### config.mk
export PLATFORM = sky130hd
export DESIGN_NAME = bus_router
export DESIGN_NICKNAME = d
export VERILOG_FILES = /design/src/design/harness_pkg.sv /design/src/design/bus_router.sv
export SDC_FILE = /design/constraint.sdc
export NUM_CORES = 1
export LEC_CHECK = 0
export ABC_AREA = 0
export ABC_CLOCK_PERIOD_IN_PS = 3300
export BUFFER_PORTS_ARGS = -buffer_cell sky130_fd_sc_hd__buf_2
export CAP_MARGIN = 10
export CORE_AREA = 2 2 87 89
export DETAILED_ROUTE_END_ITERATION = 8
export DIE_AREA = 0 0 89 91
export GPL_TIMING_DRIVEN = 1
export PLACE_DENSITY_LB_ADDON = 0.2
export SLEW_MARGIN = 20
export SYNTH_ARGS = -nofsm -noshare
export SYNTH_HDL_FRONTEND = slang
export SYNTH_SLANG_ARGS = --single-unit
### constraint.sdc
create_clock -name clk_i -period 3.3 [get_ports clk_i]
set_input_delay 0.165 -clock clk_i [delete_from_list [all_inputs] [get_ports clk_i]]
set_output_delay 0.165 -clock clk_i [all_outputs]
set_load 0.01 [all_outputs]
### src/design/harness_pkg.sv
// ------------------------------
// Harness package
// Address map, bus widths, response codes and timing constants
// ------------------------------
package harness_pkg;

  // Bus widths
  localparam int unsigned ADDR_W     = 32;
  localparam int unsigned DATA_W     = 32;
  localparam int unsigned BE_W       = DATA_W / 8;
  localparam int unsigned BYTE_OFF_W = $clog2(BE_W);
  localparam int unsigned RESP_W     = 2;

  // Response codes
  localparam logic [RESP_W-1:0] RESP_OKAY   = 2'd0;
  localparam logic [RESP_W-1:0] RESP_SLVERR = 2'd2;
  localparam logic [RESP_W-1:0] RESP_DECERR = 2'd3;

  // ------------------------------
  // Address map
  // ------------------------------
  localparam logic [ADDR_W-1:0] ROM_BASE   = 32'h0001_0000;
  localparam int unsigned       ROM_WORDS  = 16;
  localparam int unsigned       ROM_IDX_W  = $clog2(ROM_WORDS);
  localparam logic [ADDR_W-1:0] ROM_LEN    = ADDR_W'(ROM_WORDS * BE_W);
  localparam logic [15:0]       ROM_TAG    = 16'hB007;

  localparam logic [ADDR_W-1:0] SRAM_BASE  = 32'h8000_0000;
  localparam int unsigned       SRAM_WORDS = 1024;
  localparam int unsigned       SRAM_IDX_W = $clog2(SRAM_WORDS);
  localparam logic [ADDR_W-1:0] SRAM_LEN   = ADDR_W'(SRAM_WORDS * BE_W);

  // Unimplemented peripheral window
  localparam logic [ADDR_W-1:0] GPIO_BASE  = 32'h4000_0000;
  localparam logic [ADDR_W-1:0] GPIO_LEN   = 32'h1000;

  // Debug gating after power-on
  localparam int unsigned DEBUG_DELAY_CYCLES = 20;
  localparam int unsigned DBG_CNT_W          = $clog2(DEBUG_DELAY_CYCLES + 1);

  // Router FSM states
  localparam int unsigned   ST_W       = 2;
  localparam logic [ST_W-1:0] ST_IDLE    = 2'd0;
  localparam logic [ST_W-1:0] ST_ACCESS  = 2'd1;
  localparam logic [ST_W-1:0] ST_RESPOND = 2'd2;

  // Router target select
  localparam int unsigned      TGT_W    = 2;
  localparam logic [TGT_W-1:0] TGT_NONE = 2'd0;
  localparam logic [TGT_W-1:0] TGT_ROM  = 2'd1;
  localparam logic [TGT_W-1:0] TGT_SRAM = 2'd2;

endpackage

### src/design/bus_router.sv
// ------------------------------
// Bus router
// Decodes one request at a time, strobes the target
// and returns a registered response
// ------------------------------
module bus_router (
  input  logic                                clk_i,
  input  logic                                rst_ni,
  input  logic                                req_valid_i,
  input  logic [harness_pkg::ADDR_W-1:0]      req_addr_i,
  input  logic                                req_we_i,
  input  logic [harness_pkg::BE_W-1:0]        req_be_i,
  input  logic [harness_pkg::DATA_W-1:0]      req_wdata_i,
  input  logic                                rsp_ready_i,
  input  logic [harness_pkg::DATA_W-1:0]      rom_rdata_i,
  input  logic [harness_pkg::DATA_W-1:0]      sram_rdata_i,
  output logic                                req_ready_o,
  output logic                                rsp_valid_o,
  output logic [harness_pkg::DATA_W-1:0]      rsp_rdata_o,
  output logic [harness_pkg::RESP_W-1:0]      rsp_err_o,
  output logic                                rom_req_o,
  output logic [harness_pkg::ROM_IDX_W-1:0]   rom_idx_o,
  output logic                                sram_req_o,
  output logic                                sram_we_o,
  output logic [harness_pkg::SRAM_IDX_W-1:0]  sram_idx_o,
  output logic [harness_pkg::BE_W-1:0]        sram_be_o,
  output logic [harness_pkg::DATA_W-1:0]      sram_wdata_o
);

  logic [harness_pkg::ST_W-1:0]   state_q, state_d;
  logic [harness_pkg::TGT_W-1:0]  tgt_q, tgt_d;
  logic [harness_pkg::RESP_W-1:0] err_q, err_d;
  logic                           rd_q;
  logic [1:0]                     init_q;
  logic [harness_pkg::DATA_W-1:0] rdata_q, rdata_sel;
  logic [harness_pkg::ADDR_W-1:0] rom_off, sram_off, gpio_off;
  logic                           rom_hit, sram_hit, gpio_hit;
  logic                           xfer;

  // ------------------------------
  // Address decode
  // ------------------------------
  assign rom_off  = req_addr_i - harness_pkg::ROM_BASE;
  assign sram_off = req_addr_i - harness_pkg::SRAM_BASE;
  assign gpio_off = req_addr_i - harness_pkg::GPIO_BASE;

  assign rom_hit  = rom_off < harness_pkg::ROM_LEN;
  assign sram_hit = sram_off < harness_pkg::SRAM_LEN;
  assign gpio_hit = gpio_off < harness_pkg::GPIO_LEN;

  always_comb begin
    tgt_d = harness_pkg::TGT_NONE;
    err_d = harness_pkg::RESP_DECERR;
    if (rom_hit) begin
      // ROM is read-only
      if (req_we_i) begin
        err_d = harness_pkg::RESP_SLVERR;
      end else begin
        tgt_d = harness_pkg::TGT_ROM;
        err_d = harness_pkg::RESP_OKAY;
      end
    end else if (sram_hit) begin
      tgt_d = harness_pkg::TGT_SRAM;
      err_d = harness_pkg::RESP_OKAY;
    end else if (gpio_hit) begin
      err_d = harness_pkg::RESP_SLVERR;
    end
  end

  // Ready held off for two cycles after reset release
  assign req_ready_o = (state_q == harness_pkg::ST_IDLE) && init_q[1];
  assign xfer        = req_valid_i && req_ready_o;

  // Target strobes issued in the transfer cycle
  assign rom_req_o    = xfer && (tgt_d == harness_pkg::TGT_ROM);
  assign rom_idx_o    = req_addr_i[harness_pkg::BYTE_OFF_W +: harness_pkg::ROM_IDX_W];
  assign sram_req_o   = xfer && (tgt_d == harness_pkg::TGT_SRAM);
  assign sram_we_o    = req_we_i;
  assign sram_idx_o   = req_addr_i[harness_pkg::BYTE_OFF_W +: harness_pkg::SRAM_IDX_W];
  assign sram_be_o    = req_be_i;
  assign sram_wdata_o = req_wdata_i;

  // ------------------------------
  // FSM
  // ------------------------------
  always_comb begin
    state_d = state_q;
    case (state_q)
      harness_pkg::ST_IDLE: begin
        if (xfer) begin
          state_d = harness_pkg::ST_ACCESS;
        end
      end
      harness_pkg::ST_ACCESS: state_d = harness_pkg::ST_RESPOND;
      harness_pkg::ST_RESPOND: begin
        if (rsp_ready_i) begin
          state_d = harness_pkg::ST_IDLE;
        end
      end
      default: state_d = harness_pkg::ST_IDLE;
    endcase
  end

  always_ff @(posedge clk_i or negedge rst_ni) begin
    if (!rst_ni) begin
      state_q <= harness_pkg::ST_IDLE;
      tgt_q   <= harness_pkg::TGT_NONE;
      err_q   <= harness_pkg::RESP_OKAY;
      rd_q    <= 1'b0;
      init_q  <= 2'b00;
    end else begin
      state_q <= state_d;
      init_q  <= {init_q[0], 1'b1};
      if (xfer) begin
        tgt_q <= tgt_d;
        err_q <= err_d;
        rd_q  <= !req_we_i;
      end
    end
  end

  // Errors and writes carry zero data
  always_comb begin
    rdata_sel = '0;
    if (rd_q && (tgt_q == harness_pkg::TGT_ROM)) begin
      rdata_sel = rom_rdata_i;
    end else if (rd_q && (tgt_q == harness_pkg::TGT_SRAM)) begin
      rdata_sel = sram_rdata_i;
    end
  end

  always_ff @(posedge clk_i) begin
    if (state_q == harness_pkg::ST_ACCESS) begin
      rdata_q <= rdata_sel;
    end
  end

  assign rsp_valid_o = (state_q == harness_pkg::ST_RESPOND);
  assign rsp_rdata_o = rdata_q;
  assign rsp_err_o   = err_q;

endmodule

Word-level counts from Yosys, hierarchy flattened
Cells that the tools add are included.
Widths: inputs -> output; s select.
{"block": "op_classes", "addsub": 3, "multipliers": 0, "n_div": 0, "n_lt_le_gt_ge": 3, "n_eq_ne": 8, "shift": 0, "n_mux": 12, "n_bitwise": 0, "reduce_logical": 9}
{"op": "$lt 32x13->1 const B", "count": 2}
{"op": "$mux 32", "count": 2}
{"op": "$lt 32x7->1 const B", "count": 1}
{"op": "$sub 32x17->32 const B", "count": 1}
{"op": "$sub 32x31->32 const B", "count": 1}
{"op": "$sub 32x32->32 const B", "count": 1}
{"op": "$mux 2", "count": 7}
{"op": "$eq 2x1->1 const B", "count": 3}
{"op": "$eq 2x2->1 const B", "count": 3}
{"op": "$logic_and 1x1->1", "count": 6}
{"op": "$pmux 2 s3", "count": 1}
{"op": "$ne 2x2->1 const B", "count": 2}
{"op": "$logic_not 2->1", "count": 1}
{"op": "$mux 1", "count": 2}
{"op": "$reduce_and 2->1", "count": 1}
{"op": "$logic_not 1->1", "count": 1}
{"block": "totals", "regBits": 41, "latchBits": 0, "ram_bits": 0, "romBits": 0, "inputBits": 137, "output_inout_bits": 89, "word_cells": 41, "n_memories": 0}

Logic depth before layout (Yosys ltp)
{"block": "depth", "word_depth": 6, "ltp_mapped": 6, "ltp_nobuf": 6}

Least setup slack after synthesis
Ideal clock, no wire load.
{"block": "synth_timing", "path_type": "register to register", "startpoint": "register state_q[1] (netlist bit)", "endpoint": "register rdata_q (netlist bit rsp_rdata_o[0]), enable pin", "setup_ns": 0.427, "t_arrival_ns": 1.863, "required_ns": 2.873, "setup_slack_ns": 1.010, "stages_incl_launch_ff": 2, "n_path_buf": 0, "period_less_slack_ns": 2.290, "path_cell_list": "dfrtp_1 -> nor2b_1"}
{"block": "synth_between", "elab_chain_len": 1}
{"item": "from (decl)", "line": "bus_router.sv:30", "source": "logic [harness_pkg::ST_W-1:0] state_q, state_d;"}
{"item": "from (signal assigned)", "line": "bus_router.sv:106", "source": "state_q <= harness_pkg::ST_IDLE;"}
{"item": "from (signal assigned)", "line": "bus_router.sv:112", "source": "state_q <= state_d;"}
{"item": "$eq 2x1->1", "line": "bus_router.sv:133", "source": "if (state_q == harness_pkg::ST_ACCESS) begin"}
{"item": "to (signal assigned)", "line": "bus_router.sv:134", "source": "rdata_q <= rdata_sel;"}
{"item": "to (decl)", "line": "bus_router.sv:35", "source": "logic [harness_pkg::DATA_W-1:0] rdata_q, rdata_sel;"}
Every way passes these cells.
A chain may end at the register's enable or synchronous reset.

Worst setup path after layout
{"block": "layout_timing", "startpoint": "register state_q[1] (netlist bit)", "endpoint": "output port rom_req_o"}
{"block": "layout_between", "elab_chain_len": 4}
{"item": "$logic_not 2->1", "line": "bus_router.sv:71", "source": "assign req_ready_o = (state_q == harness_pkg::ST_IDLE) && init_q[1];"}
{"item": "$logic_and 1x1->1", "line": "bus_router.sv:71"}
{"item": "$logic_and 1x1->1", "line": "bus_router.sv:72", "source": "assign xfer = req_valid_i && req_ready_o;"}
{"item": "$logic_and 1x1->1", "line": "bus_router.sv:75", "source": "assign rom_req_o = xfer && (tgt_d == harness_pkg::TGT_ROM);"}
{"item": "to (decl)", "line": "bus_router.sv:21", "source": "output logic rom_req_o,"}
Every way passes these cells.

==> PnR_summary.wiki <==
{| class="wikitable"
! Metric !! Value
|-
| Seq cells post-synth || 41
|-
| Tightest Pin Transition || approximately 0.9 ns
|-
| Warning count from the yosys run || 0
|-
| Final Net Count || 406
|-
| Setup repair after global routing missed its margin || false
|-
| Total via count after detailed routing || ~1700
|-
| Final critical-path required period || between 2 and 2.5 ns
|-
| Fin. Hold Viols || 0
|-
| P_sw || 0.2481 mW
|-
| Async set-reset flop share out of synthesis || 0.2195
|-
| Mean instance size in the synthesized netlist || ~12 um^2
|-
| Required time worst endpoint || 3.13 ns
|-
| Cell area power density || 386.3 mW/mm^2
|-
| Antenna Diode Count || 0
|-
| Setup slack of the most critical reg-to-reg path || around 1.5 ns
|-
| Clock tree from TritonCTS || built
|-
| Total number of placement rows || 31
|-
| Syn Nets || around 320
|-
| Largest net degree at the start of global routing || 34
|-
| Congestion Overflow GR || 0
|-
| Initial Utilization || 0.3061
|-
| Area used by multi-input combinational logic || 584.3 um^2
|-
| Flop pwr share || 0.569
|-
| PostCTS Resize Cnt || 0
|-
| Number of maximum-capacitance constraint violations || 0
|-
| Cell chain of the critical path || nor3b_1 -> nand2_1 -> inv_1 -> nand2b_1 -> nor4_2 -> buf_2
|-
| Setup Crit Path Kind || register to primary output
|-
| Routed length per placed instance || 14.98 um
|-
| Vias per cell || approximately 4.6
|-
| Storage cell area || 0.001186 mm^2
|-
| Cells after Synth || around 180
|-
| Slew margin rel. || 0.3972
|-
| Setup ws final || 1.091 ns
|-
| Worst-case clock skew || 0.005110 ns
|-
| Pre-CTS setup slack || 1.273 ns
|-
| Distinct cells, synth || 30
|-
| Layout Area Growth over Synthesis || 24.11%
|-
| Std-Cell Core Area || 0.007137 mm^2
|-
| Total Routed Length || between 5 and 6 mm
|-
| Switching share of power || 0.2369
|-
| Achievable frequency || 0.4527 GHz
|-
| Maximum level of the CTS H-tree || 2
|-
| Number of buffers inserted during clock tree synthesis || 5
|-
| Root buf cell || sky130_fd_sc_hd__clkbuf_8
|-
| Slowest cell on the critical path || sky130_fd_sc_hd__dfrtp_1
|-
| Leading cell types in the layout, fill and taps excluded || 139 x sky130_fd_sc_hd__buf_2, 33 x sky130_fd_sc_hd__a22o_1, 32 x sky130_fd_sc_hd__edfxtp_1
|-
| Outcome || finished clean
|-
| Number of top-level pins || 226
|-
| DRC viols || 0
|-
| Most frequent standard cell in the layout excluding fill and tap cells || sky130_fd_sc_hd__buf_2
|-
| Global routing usage summed across all routing layers || 0.1301
|-
| Hold buffer count at cts || 1
|-
| Endpoint type of the worst setup path || primary output
|-
| Most instantiated flip-flop cell in the synthesis netlist || sky130_fd_sc_hd__edfxtp_1
|-
| Number of design-rule violations left by the first detailed-router iteration || 54
|-
| Via count of the first global-routing pass || 1613
|-
| Number of antenna violations at the first check in global routing || 0
|-
| Floorplan die width || 89 um
|-
| Synthesized area || 0.002185 mm^2
|-
| Fraction of the cycle the final worst path needs || 0.6694
|-
| Number of max-slew violations in the final report || 0
|-
| Setup crit start kind || register
|-
| Total of endpoints with negative setup slack in the final report || 0
|-
| Largest stage delay, worst path || 0.41 ns
|-
| Static leakage || between 1 and 1.5 nW
|-
| Sequential element share of the synthesized area || 0.5430
|-
| Antenna violation net count after detailed routing || 0
|-
| Full die area || 0.008099 mm^2
|-
| Number of filler instances in the final layout || 760
|-
| Worst skew pair latency || 0.29 ns
|-
| Share of final-layout standard cells stronger than drive strength 1 || 0.5704
|-
| Clock transition at path regs || 0.07 ns
|-
| Post-synth EDFFs || 32
|-
| Max IR drop VDD || 194.2 uV
|-
| Part of the power in the clock network || 0.294
|-
| Pre-antenna DRT Iters || 4
|-
| Input/output buffers || 139
|-
| Number of clock sinks || between 40 and 50
|-
| Die Ht || about 91 um
|-
| Cell internal power dissipation || 0.7994 mW
|-
| Logic gate share of total power || 0.137
|-
| Post-CTS Setup Repair Bufs || 0
|-
| Critical Path AT || ~2.0 ns
|-
| Routability congestion estimate from global placement || 0.7176
|-
| Class of the tightest hold or removal check || input port to register
|-
| Fin Setup TNS || 0 ns
|-
| First-pass GRT wire length || 7.914 mm
|-
| Critical-path maximum fanout || 6
|-
| Maximum buffer depth of the clock tree || 2
|}
[synthesized netlist by cell type (all sizes together) (3+ instances only)]
library cell | instances | share of area
nand2 | 6 | 0.010
inv | 4 | 0.0069
a22o | 33 | 0.13
clkbuf | 7 | 0.012
nor3 | 3 | 0.0069
edfxtp | 32 | 0.44
or4 | 3 | 0.012
buf | 51 | 0.18
nor2 | 3 | 0.0052
nor4 | 6 | 0.027
dfrtp | 9 | 0.10
[per-layer routing]
| layer | track usage | part of all wire | routed length (um) | vias up |
|---|---|---|---|---|
| met3 | 0.05455 | 0.11 | 606 | 18 |
| li1 | - | - | - | 798 |
| met1 | 0.1412 | 0.36 | 1980 | 781 |
| met4 | 0.06219 | 0.034 | 187 | 0 |
| met5 | 0 | 0 | 0 | - |
| met2 | 0.2152 | 0.50 | 2753 | 97 |
[power groups by stage]
stage / registers, mW / logic [mW] / clock network [mW]
2_1_floorplan: 0.619 / 0.0969 / 0
3_3_place_gp: 0.607 / 0.144 / 0
3_5_place_dp: 0.608 / 0.145 / 0
4_1_cts: 0.596 / 0.147 / 0.322
5_1_grt: 0.600 / 0.159 / 0.347
6_report: 0.596 / 0.144 / 0.308
[layout make-up]
| class | count | share of cell area |
|---|---|---|
| clock buffers | 5 | 0.02538 |
| clock inverters | 3 | 0.004615 |
| inverters | 4 | 0.005538 |
| multi-input cells | 75 | 0.2155 |
| flip-flops and latches | 41 | 0.4375 |
| well taps | 99 | 0.04569 |
| repair buffers | 142 | 0.2658 |
[through the flow]
stage | instance area (um^2) | hold slack [ns] | util | std cells | total power, mW
after detailed placement | 2620 | 0.02596 | 0.3671 | 360 | 0.7532
final | 2711 | 0.1392 | 0.3799 | 369 | 1.047
after floorplan | 2185 | -0.1306 | - | 178 | 0.7156
after global placement | 2620 | 0.03160 | 0.3671 | 360 | 0.7513
after global routing | 2711 | 0.1436 | 0.3799 | 369 | 1.105
after CTS | 2711 | 0.1338 | 0.3799 | 369 | 1.065
[worst max-delay path: cells and delay by family (launching register included)]
| family | cells | cell delay (ns) |
|---|---|---|
| and+or+nand+nor | 4 | 0.98 |
| buffers and inverters | 2 | 0.37 |
| DFF | 1 | 0.41 |
[final timing paths]
path                                             start                  endpoint  cells after the start
worst max-delay path            state_q[1]$_DFFE_PN0P_                 rom_req_o                      6
worst min-delay path                       rsp_ready_i    state_q[1]$_DFFE_PN0P_                      3
worst max register to register  state_q[1]$_DFFE_PN0P_  rsp_err_o[1]$_DFFE_PN0P_                      6
worst min register to register     init_q[0]$_DFF_PN0_       init_q[1]$_DFF_PN0_                      0
max in group asynchronous                       rst_ni      tgt_q[1]$_DFFE_PN0P_                      2
min in group asynchronous                       rst_ni  rsp_err_o[1]$_DFFE_PN0P_                      2
[kinds of logic (layout without fill, tap and decap cells)]
kind of cell | count (synthesis) | in the layout | synth area share
buffers and inverters | 62 | 154 | 0.1942
DFF | 41 | 41 | 0.5430
AOI/OAI and AO/OA | 40 | 40 | 0.1546
xor gates and xnor gates | 2 | 2 | 0.008020
and+or+nand+nor | 32 | 32 | 0.09851
other | 1 | 1 | 0.001717
[flip-flops by register name, summed over array words and instances (netlist names)]
register / count
init_q: 2
rd_q: 1
rsp_err_o: 2
rsp_rdata_o: 32
state_q: 2
tgt_q: 2
(Power assumes the default switching activity.)
