File: config.mk
export PLATFORM = sky130hd
export DESIGN_NAME = boot_rom
export DESIGN_NICKNAME = d
export VERILOG_FILES = /design/src/design/harness_pkg.sv /design/src/design/boot_rom.sv
export SDC_FILE = /design/constraint.sdc
export NUM_CORES = 1
export LEC_CHECK = 0
export BUFFER_PORTS_ARGS = -buffer_cell sky130_fd_sc_hd__buf_2
export CAP_MARGIN = 20
export CORE_AREA = 2 2 39 41
export DETAILED_ROUTE_END_ITERATION = 12
export DIE_AREA = 0 0 41 43
export PLACE_DENSITY = 0.64
export SLEW_MARGIN = 20
export SYNTH_ARGS = -nofsm -noshare
export SYNTH_HDL_FRONTEND = slang
export SYNTH_SLANG_ARGS = --single-unit
export TNS_END_PERCENT = 20
File: constraint.sdc
create_clock -name clk_i -period 1.1 [get_ports clk_i]
set_input_delay 0.22 -clock clk_i [delete_from_list [all_inputs] [get_ports clk_i]]
set_output_delay 0.22 -clock clk_i [all_outputs]
set_load 0.02 [all_outputs]
File: src/design/harness_pkg.sv
// ------------------------------
// Harness package
// Address map, bus widths, response codes and timing constants
// ------------------------------
package harness_pkg;

  // Bus widths
  localparam int unsigned ADDR_W     = 32;
  localparam int unsigned DATA_W     = 32;
  localparam int unsigned BE_W       = DATA_W / 8;
  localparam int unsigned BYTE_OFF_W = $clog2(BE_W);
  localparam int unsigned RESP_W     = 2;

  // Response codes
  localparam logic [RESP_W-1:0] RESP_OKAY   = 2'd0;
  localparam logic [RESP_W-1:0] RESP_SLVERR = 2'd2;
  localparam logic [RESP_W-1:0] RESP_DECERR = 2'd3;

  // ------------------------------
  // Address map
  // ------------------------------
  localparam logic [ADDR_W-1:0] ROM_BASE   = 32'h0001_0000;
  localparam int unsigned       ROM_WORDS  = 16;
  localparam int unsigned       ROM_IDX_W  = $clog2(ROM_WORDS);
  localparam logic [ADDR_W-1:0] ROM_LEN    = ADDR_W'(ROM_WORDS * BE_W);
  localparam logic [15:0]       ROM_TAG    = 16'hB007;

  localparam logic [ADDR_W-1:0] SRAM_BASE  = 32'h8000_0000;
  localparam int unsigned       SRAM_WORDS = 1024;
  localparam int unsigned       SRAM_IDX_W = $clog2(SRAM_WORDS);
  localparam logic [ADDR_W-1:0] SRAM_LEN   = ADDR_W'(SRAM_WORDS * BE_W);

  // Unimplemented peripheral window
  localparam logic [ADDR_W-1:0] GPIO_BASE  = 32'h4000_0000;
  localparam logic [ADDR_W-1:0] GPIO_LEN   = 32'h1000;

  // Debug gating after power-on
  localparam int unsigned DEBUG_DELAY_CYCLES = 20;
  localparam int unsigned DBG_CNT_W          = $clog2(DEBUG_DELAY_CYCLES + 1);

  // Router FSM states
  localparam int unsigned   ST_W       = 2;
  localparam logic [ST_W-1:0] ST_IDLE    = 2'd0;
  localparam logic [ST_W-1:0] ST_ACCESS  = 2'd1;
  localparam logic [ST_W-1:0] ST_RESPOND = 2'd2;

  // Router target select
  localparam int unsigned      TGT_W    = 2;
  localparam logic [TGT_W-1:0] TGT_NONE = 2'd0;
  localparam logic [TGT_W-1:0] TGT_ROM  = 2'd1;
  localparam logic [TGT_W-1:0] TGT_SRAM = 2'd2;

endpackage

File: src/design/boot_rom.sv
// ------------------------------
// Boot ROM
// Fixed table of tagged words, one-cycle read
// ------------------------------
module boot_rom (
  input  logic                               clk_i,
  input  logic                               rst_ni,
  input  logic                               req_i,
  input  logic [harness_pkg::ROM_IDX_W-1:0]  idx_i,
  output logic [harness_pkg::DATA_W-1:0]     rdata_o
);

  localparam int unsigned HalfW = harness_pkg::DATA_W / 2;

  logic [harness_pkg::DATA_W-1:0] rom_words [harness_pkg::ROM_WORDS];
  logic [harness_pkg::DATA_W-1:0] rdata_q;

  // Tag in the upper half, word index in the lower half
  for (genvar i = 0; i < harness_pkg::ROM_WORDS; i++) begin : g_words
    assign rom_words[i] = {harness_pkg::ROM_TAG, HalfW'(i)};
  end

  always_ff @(posedge clk_i or negedge rst_ni) begin
    if (!rst_ni) begin
      rdata_q <= '0;
    end else if (req_i) begin
      rdata_q <= rom_words[idx_i];
    end
  end

  assign rdata_o = rdata_q;

endmodule

# Yosys cells after proc, flatten, opt, wreduce, memory -nomap -nowiden
# Memory sizes are Yosys's and may differ from the RTL's. A register that Yosys moved wholly into a read port is not among the register bits.
# Cells that the tools add are included.
# op_classes
n_addsub	0
multipliers	0
n_div	0
order_cmp	0
n_eq_ne	0
n_shift	0
muxes	0
bitwise_logic	1
reduce_logical	1
# op_table
operator	n
inverter 4 -> 5 bit	1
logical NOT 1 bit	1
# word_totals
reg_bits	0
latch_bits	0
ram_bits	0
mem_bits_ro	512
in_bits	7
output_inout_bits	32
n_memories	1
# mem_list
name	words	width	rd	rd_clocked_by_memory_dff	write_ports	line	text
(name not given)	16	32	1	1	0	boot_rom.sv:27	rdata_q <= rom_words[idx_i];

# Depth between registers and ports, before layout
# Gate-level depths: netlist of run 1.
# depth
word_depth	1
mapped_depth	1

# Worst setup path before layout of run 1
# OpenSTA, ideal clock, no wires.
# synth_timing
path_type	reg2out
from	register rdata_o[28] (netlist name)
to	output port rdata_o[17] (netlist name)
arrival_ps	696
required_time_ps	880
path_slack_ps	184
path_stages_with_launch	2
cell_sequence	dfrtp_1 -> buf_4
# synth_lines
item	line	text
end: declaration	boot_rom.sv:10	output logic [harness_pkg::DATA_W-1:0] rdata_o

==> summary.md, run 1 <==
| Metric | Value |
|---|---|
| Instance count on the critical path | `1` |
| Chip Width | `41 um` |
| Synth area leaders | `buf_4 (53%), dfrtp_1 (33%), mux2_2 (12%), or2_2 (1.6%), conb_1 (0.98%)` |
| Clock share of power | `0.380` |
| Area growth, synth to finish | `3.59%` |
| Post-synthesis compound-gate area fraction | `0` |
| Largest net degree at the start of global routing | `8` |
| Register area share after synthesis | `0.327` |
| Post-Synthesis Cells | `38` |
| Mux contribution to synthesized area | `0.118` |
| Top delay family on crit path | `flip-flops` |
| GPL Wtd Cong | `between 0.6 and 0.7` |
| Vias per inst | `3.04` |
| Max clock buf depth | `2` |
| Final hold slack | `0.213 ns` |
| Gr ovfl total | `0` |
| Via count | `210` |
| Clk_skew | `0 ns` |
| Setup crit end | `rdata_o[31]` |
| Share of layout cells above drive strength 1 | `0.472` |
| Clk sink count | `5` |
| RSZ-0062 raised after global routing | `false` |
| Critical Path Fanout Max | `7` |
| Clock slew at reported path FFs | `0.04 ns` |
| Slew Viols, Final | `0` |
| CP endpoint kind | `output pin` |
| Net Sw Power | `0.000182 W` |
| CORE AREA | `approximately 1400 um2` |
| Synth Area in Adders | `0` |
| Final Hold Viols | `0` |
| Vias in the first global route | `approximately 170` |
| Largest family of logic cells by synthesized area | `buffers and inverters` |
| Worst Path Required | `0.88 ns` |
| Nets@finish | `61` |
| Switching share of power | `0.330` |
| ANT nets after route | `0` |
| Maximum clock frequency | `956 MHz` |
| DP Worst Slack | `roughly 0.28 ns` |
| Share of the synthesized area in the top cell type | `0.529` |
| Xor/xnor cell area share of the yosys netlist | `0` |
| First-pass GRT wire length | `717 um` |
| Data arrival time of the worst path | `0.83 ns` |
| Pwr Density | `1390 nW/um2` |
| Post CTS Setup Buffer Count | `0` |
| Post-DR wirelength/cell | `7.25 um` |
| Max VDD drop | `0.487 mV` |
| Port-buffer cells | `16` |
| Largest register FFs | `5` |
| Register bit count reported by yosys | `5` |
| Fin crit period | `1.05 ns` |
| # DRC | `0` |
| Site Rows | `14` |
| R2R Setup Slk | `0.28 ns` |
| I/O Pins | `39` |
| Startpoint types | `flip-flop` |
| Period utilization | `0.951` |
| Simple-gate share of the synthesized area | `0.0163` |
| Internal power | `0.000369 W` |
| Clock tree root driver cell | `clkbuf_4` |
| HP Class | `input pin to flip-flop` |
| Antenna diode count | `0` |
| Initial antenna violation count | `0` |
| Clock Latency Late Sink | `0.24 ns` |
| Slowest cell on the critical path | `dfrtp_2` |
| Distinct cells, synth | `5` |
| CP bufs+invs | `1` |
| Number of flops mapped to enable cells by yosys | `0` |
| Post-synth top area cell | `buf_4` |
| Leak Pwr | `0.216 nW` |
| Die area | `~1800 um2` |
| 1st-iter DRT viols | `1` |
| Worst r2r src | `rdata_o[28]` |
| R2R depth | `1` |
| Largest stage delay, worst path | `roughly 0.42 ns` |
| Hpwl dp | `437 um` |
| Sequential Power Share | `0.374` |
| Worst flop-to-flop path endpoint | `rdata_o[28]` |
| Crit path launch | `rdata_o[28]` |
| Setup CP Type | `flip-flop to output pin` |
| CTS Buf Count | `3` |
| Critical path, cell by cell | `buf_2` |
| H-Tree Level Count | `1` |
| All-Layer GR Usage | `0.0717` |
| Mean Syn Cell Area | `10.1 um2` |
| Combinational share of power | `0.246` |
| Setup violation total in the final timing report | `0` |
| Min setup slack post-route | `around 0.054 ns` |
| Drt total wl | `500 um` |
| Sum of negative setup slack | `0 ns` |
| CTS tree | `done` |
| Commonest cells post-synth | `buf_4 (27), dfrtp_1 (5), mux2_2 (4)` |
| Ys flop type | `dfrtp_1` |
| Mapped cell area | `about 380 um2` |
| Most frequent cell after synthesis | `buf_4` |
| WHS Path Cells | `2` |
| Status | `finished, final reports clean` |
| Initial Utilization | `0.277` |
| Die H | `~43 um` |
| Max cap viols | `0` |
| Async set or reset register ratio after synthesis | `1.00` |
| Syn. warnings | `0` |
| Pre-antenna DRT Iters | `2` |
-- routing by layer --
layer  share of wire  track usage  wire length (um)  up-vias
li1                -            -                 -       99
met1            0.28       0.0557               138       93
met2            0.59        0.103               294       18
met3            0.13       0.0471                67        0
met4               0       0.0800                 0        0
met5               0            0                 0        -
-- cell usage in the layout (no fill, tap or decap) --
master,n
conb_1,22
buf_2,16
mux2_2,4
dfrtp_1,4
clkbuf_4,3
or2_2,1
clkbuf_1,1
dlygate4sd3_1,1
dfrtp_2,1
-- power groups by stage --
stage	Combinational [W]	Clock, W	Sequential [W]
floorplan	0.000140	0	0.000228
global placement	0.000132	0	0.000209
detailed placement	0.000133	0	0.000209
CTS	0.000136	0.000223	0.000206
global route	0.000148	0.000229	0.000208
finish	0.000135	0.000209	0.000206
-- what timing repair did --
item / in CTS / in global routing
endpoints found under the setup margin: 0 / 6
hold endpoints to repair: 5 / 0
hold buffers: 1 / 0
gates resized for setup: 0 / 1
-- logic make-up (layout without fill, tap and decap cells) --
family	after synthesis	after routing
buffers and inverters	27	21
flip-flops	5	5
multiplexers	4	4
other	1	22
AND/OR/NAND/NOR	1	1
-- layout make-up --
class | count | area (um2)
Clock buffer | 4 | 26.3
Fill cell | 156 | 987
Multi-Input combinational cell | 27 | 134
Sequential cell | 5 | 126
Tap cell | 16 | 20.0
Timing Repair Buffer | 17 | 90.1
-- metrics by stage --
step	instances	cell area (um2)	total power [W]	utilization
floorplan	59	462	0.000368	-
global placement	64	359	0.000341	0.259
detailed placement	64	359	0.000342	0.259
CTS	69	395	0.000565	0.286
global route	69	397	0.000586	0.287
finish	69	397	0.000551	0.287
-- how the worst min path moves through the flow --
stage / startpoint / to / slack, ns
after CTS: idx_i[1] / rdata_o[1] / 0.20
after detailed placement: rst_ni / rdata_o[3] / 0.04
after global routing: idx_i[1] / rdata_o[1] / 0.21
after global placement: rst_ni / rdata_o[3] / 0.04
final: idx_i[1] / rdata_o[1] / 0.21
after floorplan: rst_ni / rdata_o[0] / -0.08
(Power assumes the default switching activity.)
==> run 2, diff against run 1 <==
Settings changed: REMOVE_ABC_BUFFERS set to 1.
==> summary.md, run 2 (synthesis gave the netlist of run 1 again) <==
| Metric | Value |
|---|---|
| Status | `finished, final reports clean (unchanged)` |
| Site Rows | `14 (unchanged)` |
| CORE AREA | `1380 um2 (unchanged)` |
| Data arrival time of the worst path | `0.82 ns (was 0.83 ns)` |
| Post-DR wirelength/cell | `6.45 um (was 7.25 um)` |
| Pre-antenna DRT Iters | `2 (unchanged)` |
| Setup CP Type | `flip-flop to output pin (unchanged)` |
| Die H | `43 um (unchanged)` |
| Gr ovfl total | `0 (unchanged)` |
| ANT nets after route | `0 (unchanged)` |
| Tot Pwr | `0.000545 W (was 0.000551 W)` |
| Via count | `211 (was 210)` |
| Largest net degree at the start of global routing | `8 (unchanged)` |
| Antenna diode count | `0 (unchanged)` |
| Fin crit period | `1.04 ns (was 1.05 ns)` |
| Clock share of power | `0.377 (was 0.380)` |
| Clock tree root driver cell | `clkbuf_4 (unchanged)` |
| Share of layout cells above drive strength 1 | `0.453 (was 0.472)` |
| Largest register FFs | `5 (unchanged)` |
| Die area | `1760 um2 (unchanged)` |
| Largest stage delay, worst path | `0.40 ns (was 0.42 ns)` |
| Clk sink count | `5 (unchanged)` |
| Top delay family on crit path | `flip-flops (unchanged)` |
| Combinational share of power | `0.246 (about the same)` |
| Vias per inst | `3.06 (was 3.04)` |
| Max VDD drop | `0.237 mV (was 0.487 mV)` |
| Worst Path Required | `0.88 ns (about the same)` |
| Internal power | `0.000369 W (about the same)` |
| GPL Wtd Cong | `0.442 (was 0.611)` |
| Setup violation total in the final timing report | `0 (unchanged)` |
| RSZ-0062 raised after global routing | `true (was false)` |
| Net Sw Power | `0.000176 W (was 0.000182 W)` |
| Max cap viols | `0 (unchanged)` |
| Drt total wl | `445 um (was 500 um)` |
| First-pass GRT wire length | `524 um (was 717 um)` |
| Port-buffer cells | `16 (unchanged)` |
| Slew Viols, Final | `0 (unchanged)` |
| H-Tree Level Count | `1 (unchanged)` |
| CP bufs+invs | `1 (unchanged)` |
| # DRC | `0 (unchanged)` |
| Final core occ | `0.288 (was 0.287)` |
| Post CTS Setup Buffer Count | `0 (unchanged)` |
| Area growth, synth to finish | `3.92% (was 3.59%)` |
| Clk_skew | `0 ns (unchanged)` |
| Commonest non-fill, non-tap cell in the layout | `conb_1 (unchanged)` |
| Chip Width | `41 um (unchanged)` |
| Most frequent cells in the layout | `conb_1 (22), buf_2 (15), dfrtp_1 (5) (was conb_1 (22), buf_2 (16), mux2_2 (4), dfrtp_1 (4), clkbuf_4 (3))` |
| CTS tree | `done (unchanged)` |
| Vias in the first global route | `166 (was 172)` |
| CTS Buf Count | `3 (unchanged)` |
| Switching share of power | `0.324 (was 0.330)` |
| Startpoint types | `flip-flop (unchanged)` |
| CP endpoint kind | `output pin (unchanged)` |
| Sum of negative setup slack | `0 ns (unchanged)` |
| Clock Latency Late Sink | `0.24 ns (about the same)` |
| Maximum clock frequency | `961 MHz (was 956 MHz)` |
| All-Layer GR Usage | `0.0513 (was 0.0717)` |
| Critical path, cell by cell | `buf_2 (unchanged)` |
| I/O Pins | `39 (unchanged)` |
| Hpwl dp | `378 um (was 437 um)` |
| Initial Utilization | `0.277 (unchanged)` |
| Sequential Power Share | `0.377 (was 0.374)` |
| Period utilization | `0.946 (was 0.951)` |
| HP Class | `input pin to flip-flop (unchanged)` |
| Final Hold Viols | `0 (unchanged)` |
| 1st-iter DRT viols | `3 (was 1)` |
| Critical Path Fanout Max | `7 (unchanged)` |
| Pwr Density | `1370 nW/um2 (was 1390 nW/um2)` |
| Clock slew at reported path FFs | `0.04 ns (about the same)` |
| Slowest cell on the critical path | `dfrtp_1 (was dfrtp_2)` |
| Max clock buf depth | `2 (unchanged)` |
| Initial antenna violation count | `0 (unchanged)` |
| Nets@finish | `61 (unchanged)` |
| Leak Pwr | `0.218 nW (was 0.216 nW)` |
| Final hold slack | `0.215 ns (was 0.213 ns)` |
run 2: what timing repair did:
action,4_1_cts,5_1_grt
resized for setup,0,1
hold buffers,1,0
endpoints found under the setup margin,0,1
endpoints found under the hold margin,5,0
run 2: routing by layer:
metal	part of all wire	global-route usage
met1	0.28	0.0258
met5	0	0
met2	0.53	0.0781
met4	0	0.100
met3	0.19	0.0157
run 2: final cells by class:
| type | instances | area (um2) |
|---|---|---|
| timing repair buffer | 17 | 92.6 |
| clock buffer | 4 | 26.3 |
| sequential | 5 | 125 |
| fill | 162 | 986 |
| tap | 16 | 20.0 |
| multi-input combinational | 27 | 134 |
run 2: worst paths after layout:
check | startpoint | to | slack, ns | cells past startpoint
worst min register to register | rdata_o[0] | rdata_o[0] | 0.50 | 1
worst min-delay path | idx_i[0] | rdata_o[0] | 0.22 | 2
worst max-delay path | rdata_o[28] | rdata_o[28] | 0.06 | 1
max in group asynchronous | rst_ni | rdata_o[1] | 0.64 | 2
worst max register to register | rdata_o[28] | rdata_o[28] | 0.29 | 1
min in group asynchronous | rst_ni | rdata_o[0] | 0.33 | 2
run 2: stage by stage:
step | cell area, um2 | worst slack [ns] | cells
finish | 398 | 0.0593 | 69
floorplan | 259 | -0.273 | 32
global placement | 359 | 0.288 | 64
CTS | 395 | 0.0506 | 69
global route | 398 | -0.000129 | 69
detailed placement | 359 | 0.266 | 64
run 2: power by group through the flow:
stage | clock [W] | sequential [W] | combinational, W
after floorplan | 0 | 0.000228 | 0.0000801
after global placement | 0 | 0.000208 | 0.000131
after detailed placement | 0 | 0.000208 | 0.000131
after CTS | 0.000219 | 0.000206 | 0.000134
after global routing | 0.000221 | 0.000207 | 0.000148
final | 0.000206 | 0.000205 | 0.000134
==> run 3, diff against run 2 <==
Settings changed: CELL_PAD_IN_SITES_DETAIL_PLACEMENT set to 0, CELL_PAD_IN_SITES_GLOBAL_PLACEMENT set to 2, CORE_AREA 2 2 39 41 to not set, CORE_UTILIZATION set to 17, DIE_AREA 0 0 41 43 to not set, PLACE_DENSITY 0.64 to 0.75.
==> summary.md, run 3 (synthesis gave the netlist of run 1 again) <==
| Metric | Value |
|---|---|
| Status | `finished, final reports clean (unchanged)` |
| Most frequent cells in the layout | `conb_1 (22), buf_2 (16), dfrtp_1 (5) (was conb_1 (22), buf_2 (15), dfrtp_1 (5))` |
| Hpwl dp | `425 um (was 378 um)` |
| Post-DR wirelength/cell | `6.26 um (was 6.45 um)` |
| Max clock buf depth | `2 (unchanged)` |
| Clock tree root driver cell | `clkbuf_4 (unchanged)` |
| All-Layer GR Usage | `0.0427 (was 0.0513)` |
| Maximum clock frequency | `963 MHz (was 961 MHz)` |
| Post-cts resize count | `0 (unchanged)` |
| 1st-iter DRT viols | `2 (was 3)` |
| Worst flop-to-flop path endpoint | `rdata_o[28] (unchanged)` |
| ANT nets after route | `0 (unchanged)` |
| Drt total wl | `501 um (was 445 um)` |
| Worst r2r src | `rdata_o[28] (unchanged)` |
| Startpoint types | `flip-flop (unchanged)` |
| Clk sink count | `5 (unchanged)` |
| Largest register FFs | `5 (unchanged)` |
| Period utilization | `0.944 (was 0.946)` |
| Clock slew at reported path FFs | `0.04 ns (about the same)` |
| GPL Wtd Cong | `0.598 (was 0.442)` |
| Worst Path Required | `0.88 ns (about the same)` |
| HP Class | `input pin to flip-flop (unchanged)` |
| Clock Latency Late Sink | `0.23 ns (was 0.24 ns)` |
| Vias per inst | `2.65 (was 3.06)` |
| Post CTS Setup Buffer Count | `0 (unchanged)` |
| Port-buffer cells | `16 (unchanged)` |
| Commonest non-fill, non-tap cell in the layout | `conb_1 (unchanged)` |
| Crit path launch | `rdata_o[28] (unchanged)` |
| H-Tree Level Count | `1 (unchanged)` |
| Max VDD drop | `0.392 mV (was 0.237 mV)` |
| Die H | `49.5 um (was 43 um)` |
| Share of layout cells above drive strength 1 | `0.453 (unchanged)` |
| Via count | `212 (was 211)` |
| WHS Path Cells | `2 (unchanged)` |
| R2R Setup Slk | `0.28 ns (was 0.29 ns)` |
| CORE AREA | `2040 um2 (was 1380 um2)` |
| Fillers | `237 (was 162)` |
| Final core occ | `0.200 (was 0.288)` |
| Area growth, synth to finish | `6.86% (was 3.92%)` |
| First-pass GRT wire length | `648 um (was 524 um)` |
| Instance count on the critical path | `1 (unchanged)` |
| Setup CP Type | `flip-flop to output pin (unchanged)` |
| Chip Width | `49.5 um (was 41 um)` |
| Final Hold Viols | `0 (unchanged)` |
| Critical path, cell by cell | `buf_2 (unchanged)` |
| Sum of negative setup slack | `0 ns (unchanged)` |
| CP bufs+invs | `1 (unchanged)` |
| Gr ovfl total | `0 (unchanged)` |
| Slowest cell on the critical path | `dfrtp_1 (unchanged)` |
| I/O Pins | `39 (unchanged)` |
| CTS Buf Count | `3 (unchanged)` |
| Clk_skew | `0 ns (unchanged)` |
| Initial antenna violation count | `0 (unchanged)` |
| Pwr Density | `1330 nW/um2 (was 1370 nW/um2)` |
| RSZ-0062 raised after global routing | `true (unchanged)` |
| Die area | `2450 um2 (was 1760 um2)` |
| R2R depth | `1 (unchanged)` |
| Setup violation total in the final timing report | `0 (unchanged)` |
| Fin crit period | `1.04 ns (about the same)` |
| CP endpoint kind | `output pin (unchanged)` |
| Data arrival time of the worst path | `0.82 ns (about the same)` |
| Site Rows | `16 (was 14)` |
| Leak Pwr | `0.216 nW (was 0.218 nW)` |
| Nets@finish | `61 (unchanged)` |
| CTS tree | `done (unchanged)` |
| Antenna diode count | `0 (unchanged)` |
| # DRC | `0 (unchanged)` |
| Initial Utilization | `0.187 (was 0.277)` |
| Vias in the first global route | `163 (was 166)` |
| Largest stage delay, worst path | `0.40 ns (about the same)` |
| Slew Viols, Final | `0 (unchanged)` |
| Pre-antenna DRT Iters | `2 (unchanged)` |
| Max cap viols | `0 (unchanged)` |
| Top delay family on crit path | `flip-flops (unchanged)` |
| Setup crit end | `rdata_o[29] (was rdata_o[28])` |
| Final hold slack | `0.218 ns (was 0.215 ns)` |
| Largest net degree at the start of global routing | `8 (unchanged)` |
| Critical Path Fanout Max | `7 (unchanged)` |
==> run 3: cell count changes in the layout (fill, tap and decap cells not counted) <==
cell   delta
buf_2     +1
buf_4     -1
==> run 3: power breakdown <==
group	internal [W]	total [W]	switching [W]
Combinational	0.0000326	0.000135	0.000102
Sequential	0.000200	0.000208	0.00000812
Clock	0.000137	0.000203	0.0000665
Total	0.000369	0.000545	0.000177
==> run 3: area by class of cell <==
cell class / count / area [um2] / area share
clock buffer: 4 / 26.3 / 0.0642
multi-input combinational: 27 / 134 / 0.327
timing repair buffer: 17 / 90.1 / 0.220
tap: 27 / 33.8 / 0.0826
sequential: 5 / 125 / 0.306
==> run 3: per-layer routing <==
layer  global-route usage  vias to the layer above  share of wire
met3               0.0586                        0           0.20
met4               0.0143                        0              0
met1               0.0507                       87           0.45
met5                    0                        -              0
li1                     -                      100              -
met2               0.0388                       25           0.35
==> run 3: stage by stage <==
stage | power (W) | worst slack, ns | instances | area (um2)
final | 0.000545 | 0.0617 | 80 | 409
after global routing | 0.000579 | -0.00237 | 80 | 409
after CTS | 0.000556 | 0.0436 | 80 | 409
after detailed placement | 0.000341 | 0.280 | 75 | 373
after global placement | 0.000341 | 0.288 | 75 | 373
after floorplan | 0.000308 | -0.273 | 32 | 259
==> run 3: timing repair <==
| item | 4_1_cts | 5_1_grt |
|---|---|---|
| endpoints found under the setup margin | 0 | 2 |
| hold endpoints to repair | 5 | 0 |
| hold buffers | 1 | 0 |
==> run 3: how the worst min path moves through the flow <==
| stage | endpoint | from |
|---|---|---|
| after floorplan | rdata_o[0] | rst_ni |
| after global placement | rdata_o[3] | rst_ni |
| after detailed placement | rdata_o[3] | rst_ni |
| after CTS | rdata_o[0] | idx_i[0] |
| after global routing | rdata_o[3] | idx_i[3] |
| final | rdata_o[0] | idx_i[0] |
